==> src/include/osd_config.svh <==
`ifndef OSD_CONFIG_SVH
`define OSD_CONFIG_SVH

// Largest packet, in flits, that the host interface carries.
`define OSD_MAX_PKT_LEN 8

// The egress buffer holds exactly one maximum-length packet.
`define OSD_BUF_DEPTH `OSD_MAX_PKT_LEN

// Wide enough to hold OSD_MAX_PKT_LEN itself.
`define OSD_SIZE_W 4

`endif
==> src/hw/osd_pkg.sv <==
`default_nettype none

package osd_pkg;

`include "osd_config.svh"

   // Flit payload on the debug interconnect.
   typedef logic [15:0] dii_data_t;

   // Host word, bytes swapped relative to a flit.
   typedef logic [15:0] glip_word_t;

   // Number of flits in one packet.
   typedef logic [`OSD_SIZE_W-1:0] pkt_size_t;

   // One interconnect flit with its valid and end-of-packet marker.
   typedef struct packed {
      logic      valid;
      logic      last;
      dii_data_t data;
   } dii_flit_t;

   // One host word. Ready runs back on its own wire.
   typedef struct packed {
      logic       valid;
      glip_word_t data;
   } glip_word_s;

endpackage

`default_nettype wire

==> src/hw/osd_him.sv <==
`timescale 1ns/1ps
`default_nettype none

module osd_him (
   input  logic               clk,
   input  logic               rst,

   input  osd_pkg::glip_word_s glip_in,
   output logic                glip_in_ready,
   output osd_pkg::glip_word_s glip_out,
   input  logic                glip_out_ready,

   output osd_pkg::dii_flit_t dii_out,
   input  logic               dii_out_ready,
   input  osd_pkg::dii_flit_t dii_in,
   output logic               dii_in_ready
);

   import osd_pkg::*;

   // The ingress header carries its flit count in the low five bits.
   localparam int unsigned HDR_SIZE_W = 5;

   typedef logic [HDR_SIZE_W-1:0] hdr_size_t;

   // Host words and flits differ only in byte order.
   function automatic logic [15:0] swap_bytes(input logic [15:0] word);
      return {word[7:0], word[15:8]};
   endfunction

   // Ingress: host words to interconnect flits.

   logic      ingress_active;
   hdr_size_t ingress_remaining;
   dii_data_t ingress_data;
   logic      ingress_xfer;
   logic      ingress_final;

   assign ingress_data = dii_data_t'(swap_bytes(glip_in.data));

   // Header words are always taken; payload words wait for the interconnect.
   assign glip_in_ready = !ingress_active | dii_out_ready;
   assign ingress_xfer  = glip_in.valid & glip_in_ready;
   assign ingress_final = (ingress_remaining == hdr_size_t'(1));

   assign dii_out.valid = ingress_active & glip_in.valid;
   assign dii_out.last  = ingress_active & glip_in.valid & ingress_final;
   assign dii_out.data  = ingress_data;

   always_ff @(posedge clk) begin
      if (rst) begin
         ingress_active    <= 1'b0;
         ingress_remaining <= '0;
      end else if (ingress_xfer) begin
         if (!ingress_active) begin
            ingress_remaining <= ingress_data[HDR_SIZE_W-1:0];
            ingress_active    <= 1'b1;
         end else begin
            ingress_remaining <= ingress_remaining - 1'b1;
            if (ingress_final) begin
               ingress_active <= 1'b0;
            end
         end
      end
   end

   // Egress: buffered packets to host words, header first.

   dii_flit_t egress_flit;
   logic      egress_ready;
   pkt_size_t egress_packet_size;
   logic      egress_active;
   dii_data_t egress_word;
   logic      egress_done;

   always_comb begin
      if (!egress_active) begin
         egress_word = dii_data_t'(egress_packet_size);
      end else begin
         egress_word = egress_flit.data;
      end
   end

   assign glip_out.valid = egress_flit.valid;
   assign glip_out.data  = glip_word_t'(swap_bytes(egress_word));

   // The buffer only sees ready after the header has gone out.
   assign egress_ready = egress_active & glip_out_ready;
   assign egress_done  = egress_ready & egress_flit.valid & egress_flit.last;

   always_ff @(posedge clk) begin
      if (rst) begin
         egress_active <= 1'b0;
      end else begin
         if (!egress_active) begin
            if (egress_flit.valid & glip_out_ready) begin
               egress_active <= 1'b1;
            end
         end else if (egress_done) begin
            egress_active <= 1'b0;
         end
      end
   end

   dii_buffer u_egress_buffer (
      .clk            (clk),
      .rst            (rst),
      .flit_in        (dii_in),
      .flit_in_ready  (dii_in_ready),
      .flit_out       (egress_flit),
      .flit_out_ready (egress_ready),
      .packet_size    (egress_packet_size)
   );

endmodule

`default_nettype wire

==> src/hw/dii_buffer.sv <==
`timescale 1ns/1ps
`default_nettype none

`include "osd_config.svh"

module dii_buffer (
   input  logic               clk,
   input  logic               rst,
   input  osd_pkg::dii_flit_t flit_in,
   output logic               flit_in_ready,
   output osd_pkg::dii_flit_t flit_out,
   input  logic               flit_out_ready,
   output osd_pkg::pkt_size_t packet_size
);

   import osd_pkg::*;

   localparam int unsigned DEPTH = `OSD_BUF_DEPTH;
   localparam int unsigned PTR_W = (DEPTH > 1) ? $clog2(DEPTH) : 1;
   localparam int unsigned CNT_W = $clog2(DEPTH + 1);

   typedef logic [PTR_W-1:0] ptr_t;
   typedef logic [CNT_W-1:0] cnt_t;

   // Payload and end-of-packet bits are kept apart so the last bits
   // can be scanned as one vector.
   dii_data_t        data_mem [DEPTH];
   logic [DEPTH-1:0] last_mem;

   ptr_t wr_ptr;
   ptr_t rd_ptr;
   cnt_t fill;
   cnt_t pkt_count;

   logic wr_en;
   logic rd_en;
   logic wr_last;
   logic rd_last;

   function automatic ptr_t next_ptr(input ptr_t ptr);
      if (ptr == ptr_t'(DEPTH - 1)) begin
         return '0;
      end
      return ptr + 1'b1;
   endfunction

   assign flit_in_ready = (fill != cnt_t'(DEPTH));

   assign wr_en   = flit_in.valid & flit_in_ready;
   assign rd_en   = flit_out.valid & flit_out_ready;
   assign wr_last = wr_en & flit_in.last;
   assign rd_last = rd_en & flit_out.last;

   // The head is only offered once a whole packet is stored.
   assign flit_out.valid = (pkt_count != '0);
   assign flit_out.last  = last_mem[rd_ptr];
   assign flit_out.data  = data_mem[rd_ptr];

   always_ff @(posedge clk) begin
      if (wr_en) begin
         data_mem[wr_ptr] <= flit_in.data;
         last_mem[wr_ptr] <= flit_in.last;
      end
   end

   always_ff @(posedge clk) begin
      if (rst) begin
         wr_ptr    <= '0;
         rd_ptr    <= '0;
         fill      <= '0;
         pkt_count <= '0;
      end else begin
         if (wr_en) begin
            wr_ptr <= next_ptr(wr_ptr);
         end
         if (rd_en) begin
            rd_ptr <= next_ptr(rd_ptr);
         end

         case ({wr_en, rd_en})
            2'b10:   fill <= fill + 1'b1;
            2'b01:   fill <= fill - 1'b1;
            default: fill <= fill;
         endcase

         // A packet counts as stored once its last flit is in.
         case ({wr_last, rd_last})
            2'b10:   pkt_count <= pkt_count + 1'b1;
            2'b01:   pkt_count <= pkt_count - 1'b1;
            default: pkt_count <= pkt_count;
         endcase
      end
   end

   // Distance from the head to the first stored last flit, plus one.
   // Entries past the fill level are ignored.
   always_comb begin : size_scan
      logic        found;
      int unsigned idx;

      found       = 1'b0;
      idx         = 0;
      packet_size = '0;
      for (int unsigned i = 0; i < DEPTH; i++) begin
         idx = (rd_ptr + i) % DEPTH;
         if (!found && (i < fill) && last_mem[idx]) begin
            found       = 1'b1;
            packet_size = pkt_size_t'(i + 1);
         end
      end
   end

endmodule

`default_nettype wire

==> config.mk <==
export PLATFORM = sky130hd
export DESIGN_NAME = osd_him
export DESIGN_NICKNAME = d
export VERILOG_FILES = /design/src/hw/osd_pkg.sv /design/src/hw/osd_him.sv /design/src/hw/dii_buffer.sv
export VERILOG_INCLUDE_DIRS = /design/src /design/src/include
export SDC_FILE = /design/constraint.sdc
export NUM_CORES = 1
export LEC_CHECK = 0
export BUFFER_PORTS_ARGS = -buffer_cell sky130_fd_sc_hd__buf_2
export CAP_MARGIN = 20
export CORE_UTILIZATION = 35
export DETAILED_ROUTE_END_ITERATION = 10
export PLACE_DENSITY = 0.51
export SETUP_SLACK_MARGIN = 0.05
export SLEW_MARGIN = 40
export SYNTH_ARGS = -nofsm -noshare
export SYNTH_HDL_FRONTEND = slang
export SYNTH_SLANG_ARGS = --single-unit
==> constraint.sdc <==
create_clock -name clk -period 7.4 [get_ports clk]
set_input_delay 0.74 -clock clk [delete_from_list [all_inputs] [get_ports clk]]
set_output_delay 0.74 -clock clk [all_outputs]
set_load 0.01 [all_outputs]
==> results of run 1 <==
[power groups by stage]
stage / combinational [mW] / clock, mW / sequential (mW)
3_3_place_gp: 0.114 / 0 / 1.03
5_1_grt: 0.129 / 0.941 / 1.02
6_report: 0.115 / 0.879 / 1.01
3_5_place_dp: 0.117 / 0 / 1.03
2_1_floorplan: 0.0830 / 0 / 1.03
4_1_cts: 0.117 / 0.907 / 1.01
[through the flow]
step / setup slack, ns / cell area, sq um / util, % / hold WS [ns] / instances
6_report: 3.12 / 8330 / 41.2 / 0.489 / 777
5_1_grt: 2.80 / 8330 / 41.2 / 0.513 / 776
4_1_cts: 3.08 / 8330 / 41.2 / 0.489 / 776
3_5_place_dp: 3.55 / 7720 / 38.1 / 0.472 / 744
3_3_place_gp: 3.67 / 7710 / 38.1 / 0.464 / 744
2_1_floorplan: 3.90 / 7200 / - / 0.453 / 447
[layout make-up]
| class | count | area, sq um |
|---|---|---|
| Fill cell | 1855 | 11900 |
| Sequential cell | 160 | 4570 |
| Multi-Input combinational cell | 237 | 2410 |
| Clock buffer | 17 | 425 |
| Timing Repair Buffer | 64 | 348 |
| Tap cell | 270 | 338 |
| Clock inverter | 15 | 190 |
| Inverter | 13 | 48.8 |
| Antenna cell | 1 | 2.50 |
[placed cells by master, fill, tap and decap left out, types with 6 or more instances in the layout]
master,instances
buf_4,11
edfxtp_1,136
clkbuf_16,17
a21oi_1,17
clkinv_8,6
nand2_1,18
mux2i_1,26
o21ai_0,7
nor2_1,25
mux4_2,40
ha_1,16
buf_2,53
mux2_2,6
nand3_1,8
dfxtp_1,22
inv_1,13
nor2b_1,13
[worst min-delay path: stages (launching register included)]
cell     delay, ns
dfxtp_1       0.32
o21ai_0       0.07
a21oi_1       0.06
[kinds of logic (layout without fill, tap and decap cells)]
| family | after synthesis | after routing |
|---|---|---|
| flip-flops | 160 | 160 |
| AND/OR/NAND/NOR | 96 | 96 |
| multiplexers | 76 | 76 |
| buffers and inverters | 50 | 109 |
| AO/OA/AOI/OAI | 40 | 40 |
| adder cells (fa/ha/maj) | 17 | 17 |
| XOR/XNOR | 8 | 8 |
| other | 0 | 1 |
[state kept, by name (all words and copies together) (netlist names), named ones only]
signal                     cells
egress_active                  1
ingress_active                 1
ingress_remaining              5
u_egress_buffer.data_mem     128
u_egress_buffer.fill           4
u_egress_buffer.last_mem       8
u_egress_buffer.pkt_count      4
u_egress_buffer.rd_ptr         3
u_egress_buffer.wr_ptr         3
[synth_stat cells (6+ instances only)]
| cell type | n |
|---|---|
| a21oi_1 | 17 |
| buf_4 | 17 |
| clkbuf_1 | 15 |
| dfxtp_1 | 24 |
| edfxtp_1 | 136 |
| ha_1 | 16 |
| inv_1 | 13 |
| mux2_2 | 6 |
| mux2i_1 | 26 |
| mux4_2 | 40 |
| nand2_1 | 18 |
| nand3_1 | 8 |
| nor2_1 | 28 |
| nor2b_1 | 13 |
| nor3_1 | 8 |
| o21ai_0 | 7 |
[per-layer routing]
layer | part of all wire [%] | routed length (um)
met5 | 0 | 0
met4 | 0.99 | 146
met3 | 3.8 | 563
met2 | 49 | 7250
met1 | 46 | 6860
[worst max-delay path by stage]
stage / end / slack (ns) / cells after the start
after floorplan: glip_out[8] / 3.90 / 9
after global placement: glip_out[11] / 3.67 / 8
after detailed placement: glip_out[8] / 3.55 / 8
after CTS: glip_out[8] / 3.08 / 8
after global routing: glip_out[8] / 2.80 / 8
final: glip_out[8] / 3.12 / 8
==> impl_metrics.toml, run 1 <==
[run_status]
outcome = "complete, no violations"

[pwr]
p_leak_nw = 2.83
p_seq_share_pct = 50.5
intPower_mw = 1.51
p_clk_share_pct = 43.8
sw_frac_of_total_pct = 24.8
power.net_switching_mw = 0.499
power_mw = 2.01
powerDensity_nw_per_um2 = 241
peakVddDrop_mv = 0.152
combPwrFrac_pct = 5.7

[worst_hold_path]
hold_start = "u_egress_buffer.pkt_count[3]"
hold_path_class = "flip-flop to flip-flop"
min_path_cells = 2
hold_end = "u_egress_buffer.pkt_count[3]"

[worst_setup_path]
reg2reg_to = "u_egress_buffer.pkt_count[3]"
slowest_stage = "dfxtp_1"
timing.rr.start = "u_egress_buffer.rd_ptr[1]"
crit_family = "multiplexers"
cp_max_fo = 13
regToRegSetupSlack_ns = 4.50
critPathBufInv = 2
cp.required_ns = 6.66
crit_path_cell_trace = "inv_1 -> ha_1 -> mux4_2 -> mux2_2 -> a211oi_1 -> o21ai_0 -> a221oi_1 -> buf_2"
cpPeakStageDelay_ns = 0.70
path_class = "flip-flop to primary output"
arrival_ns = 3.54
startpoint_type = "flip-flop"
end_kind = "primary output"
ff2ff_path_depth = 11
startpoint = "u_egress_buffer.rd_ptr[0]"

[grt]
use_met1_pct = 19.4
antenna_found_initial = 0
grt_pass1_wl_um = 23100
grt.overflow.total = 0
track_usage_pct = 14.8
busiest_layer = "met2"
gr-usage-met3_pct = 3.54
grt_pass1_vias = 4076
grt_max_degree = 33
grt_util_met2_pct = 23.9

[routing]
vias_per_cell = 5.09
remaining_drc_errors = 0
antenna_left = 0
dr_total_vias = 3953
drt_wl_total_um = 14800
drt-initial-drc-count = 186
wl_per_cell_um = 19.1
first_pass_iters = 4

[logic_synthesis]
ys_ff_latch = 160
netlist_area_sq_um = 7200
synth_simple_gate_area_share_pct = 6.88
synth_edf_count = 136
synth.yosys.seq_area_share_pct = 63.4
synth_top_area_share_pct = 56.7
synth_cell_type_count = 44
synth_adder_area_share_pct = 3.06
synth_compound_area_share_pct = 3.54
avgSynthCellArea_sq_um = 16.1
syn_nets = 503
async_flop_share_pct = 0
yosys_warnings = 0
syn_inst = 447
synth_top_family_by_area = "multiplexers"
synthMuxAreaShare_pct = 18.5
synthFlopType = "edfxtp_1"
synth_xor_area_share_pct = 0.973
yosysTopAreaCell = "edfxtp_1"
synth.area.top_cells = "edfxtp_1 (57%), mux4_2 (13%), dfxtp_1 (6.7%)"

[cts]
cts_tree = "done"
ctsHtreeMaxLevel = 4
cts_setup_buffers = 0
cts.clk_slew.worst_paths_ns = 0.07
root_buffer = "clkbuf_16"
hold_buffers = 0
worstSkewPairLatency_ns = 0.43
cts_max_path_buffers = 2
ctsResizeCount = 0
cts_sinks = 160
cts_buffers = 17

[floorplan]
start_util_pct = 35.6
die_area_sq_um = 21200
num_rows = 52
core_area_sq_um = 20200
die_y_um = 145
pin_count = 76
die_w_um = 145

[sta]
rsz0062_at_grt = "false"
finalSetupViolCount = 0
fmax_mhz = 234
hold_violations = 0
tightestPinTransition_ns = 0.690
period_needed_ns = 4.28
report.final.slew_viol_count = 0
finalSetupTns_ns = 0
relSlewSlack_pct = 54.0
skew_ns = 0.0118
final.period_utilization_pct = 57.8

[layout]
area_growth_pct = 15.7
drive_above_1_share_pct = 30.6
layout.nets = 549

[placement]
port_buffers = 53
finalWeightedCongestion = 0.803
dp_hpwl_um = 8910

[job]
max-cap-violations = 0
(Power assumes the default switching activity.)
==> run 2, diff against run 1 <==
- clock period: 7.4 -> 4.4 ns (I/O delays scaled with it)
==> impl_metrics.toml, run 2 (synthesis results as in run 1) <==
[worst_setup_path]
end_kind = "primary output"
cpPeakStageDelay_ns = 0.56
arrival_ns = 3.24
startpoint_type = "flip-flop"
path_class = "flip-flop to primary output"
crit_path_cell_trace = "inv_1 -> ha_1 -> mux4_2 -> mux2i_1 -> nor2b_1 -> or3_4 -> o41ai_2 -> buf_2"
slowest_stage = "dfxtp_1"
cp_max_fo = 10
cp.required_ns = 3.96

[cts]
cts_sinks = 160
ctsHtreeMaxLevel = 4
cts_buffers = 17
cts_max_path_buffers = 2
worstSkewPairLatency_ns = 0.42
root_buffer = "clkbuf_16"
cts_setup_buffers = 0
cts_tree = "done"
ctsResizeCount = 0
cts.clk_slew.worst_paths_ns = 0.07
hold_buffers = 0

[layout]
reg_top3 = "u_egress_buffer.data_mem (128), u_egress_buffer.last_mem (8), ingress_remaining (5)"
final_common_cell = "edfxtp_1"
regArea_sq_um = 4570
top_register = "u_egress_buffer.data_mem"
num-fill-cells = 1860
area_growth_pct = 15.9
fin_cells = 778
layout_common_cells = "edfxtp_1 (136), buf_2 (53), mux4_2 (40), mux2i_1 (26), nor2_1 (25)"
drive_above_1_share_pct = 31.1
largest_reg_flops = 128
layout.nets = 551
stdcell_area_sq_um = 8350
n_antenna_cell = 0
multi_input_area_sq_um = 2410

[placement]
dpl.cell_count = 746
port_buffers = 53
dp_hpwl_um = 8920
finalWeightedCongestion = 0.807
place_area_sq_um = 7730

[sta]
tightestPinTransition_ns = 0.810
hold_violations = 0
finalSetupTns_ns = 0
skew_ns = 0.00962
finalSetupViolCount = 0
final.period_utilization_pct = 83.7
period_needed_ns = 3.68
fmax_mhz = 272
rsz0062_at_grt = "false"
relSlewSlack_pct = 45.9
report.final.slew_viol_count = 0

[floorplan]
die_y_um = 145
pin_count = 76
die_w_um = 145
start_util_pct = 35.6
num_rows = 52
die_area_sq_um = 21200
core_area_sq_um = 20200

[routing]
antenna_left = 0
wl_per_cell_um = 19.0
remaining_drc_errors = 0
first_pass_iters = 4
dr_total_vias = 3976
vias_per_cell = 5.11
drt-initial-drc-count = 201
drt_wl_total_um = 14800

[pwr]
p_leak_nw = 2.85
p_seq_share_pct = 50.0
sw_frac_of_total_pct = 22.9
p_clk_share_pct = 44.4
peakVddDrop_mv = 0.302
power.net_switching_mw = 0.782
powerDensity_nw_per_um2 = 409
intPower_mw = 2.63
combPwrFrac_pct = 5.6

[grt]
track_usage_pct = 14.8
grt_pass1_wl_um = 23100
grt.overflow.total = 0
grt_max_degree = 26
grt_pass1_vias = 4001
antenna_found_initial = 0

[job]
max-cap-violations = 0

[run_status]
outcome = "complete, no violations"

[worst_hold_path]
hold_path_class = "input port to flip-flop"
run 2: final cells by class:
cell class	instances	area share [%]
Clock buffer	17	5.10
Clock inverter	15	2.29
Inverter	13	0.585
Multi-Input combinational cell	237	28.9
Sequential cell	160	54.8
Tap cell	270	4.05
Timing Repair Buffer	66	4.35
run 2: worst max-delay path, delay by kind of cell, from the launching register on:
kind	cells	cell delay (ns)
flops	1	0.56
buf+inv	2	0.33
compound gates	1	0.31
simple gates	2	0.43
mux	2	0.69
fa+ha+maj	1	0.50
run 2: stage by stage:
stage	hold WS, ns	power (mW)	util (%)	setup slack, ns
after floorplan	0.453	1.87	-	1.16
after global placement	0.467	1.93	38.2	1.21
after detailed placement	0.476	1.94	38.2	1.13
after CTS	0.210	3.46	41.2	0.666
after global routing	0.231	3.54	41.2	0.450
final	0.236	3.41	41.2	0.718
run 2: path summary, 6_finish.rpt:
path / slack, ns / startpoint / cells after the start / endpoint
setup reg to reg: 1.53 / u_egress_buffer.rd_ptr[1] / 11 / u_egress_buffer.pkt_count[3]
setup / recovery: 0.72 / u_egress_buffer.rd_ptr[1] / 8 / glip_out[11]
hold reg to reg: 0.48 / u_egress_buffer.pkt_count[3] / 2 / u_egress_buffer.pkt_count[3]
hold / removal: 0.24 / dii_out_ready / 2 / ingress_active
run 2: power groups by stage:
| stage | clock network [mW] | registers, mW | logic, mW |
|---|---|---|---|
| after floorplan | 0 | 1.73 | 0.140 |
| after detailed placement | 0 | 1.74 | 0.195 |
| after global routing | 1.62 | 1.71 | 0.214 |
| after global placement | 0 | 1.74 | 0.189 |
| after CTS | 1.56 | 1.71 | 0.196 |
| final | 1.51 | 1.71 | 0.192 |
run 2: per-layer routing:
layer / global-route usage (%) / routed length, um
met5: 0 / 0
met4: 3.95 / 115
met3: 3.95 / 574
met2: 24.4 / 7260
met1: 19.3 / 6820
==> run 3, diff against run 2 <==
- clock period: 4.4 -> 3.7 ns (I/O delays scaled with it)
==> impl_metrics.toml, run 3 (synthesis results as in run 1) <==
[layout]
n_antenna_cell = 0
finish.utilization_pct = 41.1
area_growth_pct = 15.4
largest_reg_flops = 128
layout.nets = 555
layout_common_cells = "edfxtp_1 (136), buf_2 (53), mux4_2 (40), mux2i_1 (26), nor2_1 (25)"
reg_top3 = "u_egress_buffer.data_mem (128), u_egress_buffer.last_mem (8), ingress_remaining (5)"
num-fill-cells = 1870
drive_above_1_share_pct = 31.4
final_common_cell = "edfxtp_1"
stdcell_area_sq_um = 8310
top_register = "u_egress_buffer.data_mem"

[worst_setup_path]
startpoint_type = "flip-flop"
cp_max_fo = 10
ff2ff_path_depth = 10
cpPeakStageDelay_ns = 0.51
cp.required_ns = 3.33
reg2reg_to = "u_egress_buffer.pkt_count[3]"
end_kind = "primary output"
arrival_ns = 3.06
regToRegSetupSlack_ns = 0.93
slowest_stage = "mux4_2"
timing.rr.start = "u_egress_buffer.pkt_count[0]"
crit_path_cell_trace = "buf_4 -> inv_1 -> ha_2 -> mux4_2 -> mux2i_1 -> nor2b_1 -> or3_4 -> o41ai_2 -> buf_2"
path_class = "flip-flop to primary output"

[cts]
ctsResizeCount = 0
cts_setup_buffers = 0
hold_buffers = 0
cts_max_path_buffers = 2
cts_sinks = 160
ctsHtreeMaxLevel = 4
cts_buffers = 17
cts_tree = "done"
root_buffer = "clkbuf_16"
cts.clk_slew.worst_paths_ns = 0.07
worstSkewPairLatency_ns = 0.43

[floorplan]
die_y_um = 145
start_util_pct = 35.6
core_area_sq_um = 20200
die_area_sq_um = 21200
die_w_um = 145
pin_count = 76
num_rows = 52

[grt]
antenna_found_initial = 1
grt.overflow.total = 0
grt_pass1_wl_um = 23600
grt_max_degree = 22
track_usage_pct = 14.9
grt_pass1_vias = 4122

[pwr]
powerDensity_nw_per_um2 = 469
combPwrFrac_pct = 6.1
power.net_switching_mw = 0.915
p_leak_nw = 2.83
p_seq_share_pct = 51.9
intPower_mw = 2.98
sw_frac_of_total_pct = 23.5
p_clk_share_pct = 42.0
peakVddDrop_mv = 0.351

[placement]
place_ws_ns = 0.640
dp_hpwl_um = 9190
place_area_sq_um = 7760
finalWeightedCongestion = 0.849
port_buffers = 53

[sta]
finalSetupViolCount = 0
rsz0062_at_grt = "false"
fin_ws_ns = 0.267
relSlewSlack_pct = 56.2
period_needed_ns = 3.43
whs_ns = 0.166
final.period_utilization_pct = 92.8
hold_violations = 0
tightestPinTransition_ns = 0.657
report.final.slew_viol_count = 0
finalSetupTns_ns = 0
fmax_mhz = 291
skew_ns = 0.0133

[worst_hold_path]
hold_path_class = "input port to flip-flop"
min_path_cells = 2
hold_end = "ingress_active"
hold_start = "dii_out_ready"

[routing]
vias_per_cell = 5.07
drt_wl_total_um = 14900
first_pass_iters = 4
drt-initial-drc-count = 122
dr_total_vias = 3968
antenna_left = 0
remaining_drc_errors = 0
wl_per_cell_um = 19.0

[job]
max-cap-violations = 0

[run_status]
outcome = "complete, no violations"
run 3: cell count changes in the layout (fill, tap and decap cells not counted), sizes merged:
cell	delta
clkinvlp	+2
buf	+4
inv	-2
bufinv	-2
clkbuf	+2
run 3: area by class of cell:
cell class	count	area, sq um	share of cell area, %
sequential	160	4570	55.0
clock buffer	19	433	5.21
multi-input combinational	237	2410	29.0
clock inverter	13	120	1.45
timing repair buffer	70	393	4.73
tap	270	338	4.06
inverter	13	48.8	0.587
run 3: how the worst max path moves through the flow:
stage / startpoint / end / slack, ns
after global routing: u_egress_buffer.rd_ptr[1] / glip_out[11] / 0.12
after detailed placement: u_egress_buffer.rd_ptr[1] / glip_out[11] / 0.64
after CTS: u_egress_buffer.rd_ptr[1] / glip_out[11] / 0.17
final: u_egress_buffer.rd_ptr[1] / glip_out[11] / 0.27
after floorplan: u_egress_buffer.fill[0] / u_egress_buffer.data_mem[0][0] / 0.46
after global placement: u_egress_buffer.rd_ptr[1] / glip_out[11] / 0.72
run 3: through the flow:
| stage | power, mW | std cells |
|---|---|---|
| 2_1_floorplan | 2.22 | 447 |
| 3_3_place_gp | 2.30 | 750 |
| 3_5_place_dp | 2.30 | 750 |
| 4_1_cts | 3.95 | 782 |
| 5_1_grt | 4.05 | 782 |
| 6_report | 3.90 | 782 |
run 3: critical path: cells and delay by family (launching register included):
kind,cells,cell delay (ns)
adders and majority gates,1,0.44
muxes,2,0.66
DFF,1,0.30
buffers and inverters,3,0.45
and+or+nand+nor,2,0.43
AOI/OAI and AO/OA,1,0.34
run 3: per-layer routing:
metal,up-vias,track usage (%),wire length (um)
met3,10,4.45,638
met2,88,24.6,7310
li1,1833,-,-
met5,-,0,10
met1,2035,19.4,6820
met4,2,3.05,97
run 3: power groups by stage:
stage / clock network (mW) / logic, mW / registers [mW]
4_1_cts: 1.68 / 0.242 / 2.02
3_5_place_dp: 0 / 0.241 / 2.06
2_1_floorplan: 0 / 0.166 / 2.05
5_1_grt: 1.76 / 0.265 / 2.03
3_3_place_gp: 0 / 0.233 / 2.06
6_report: 1.64 / 0.237 / 2.02
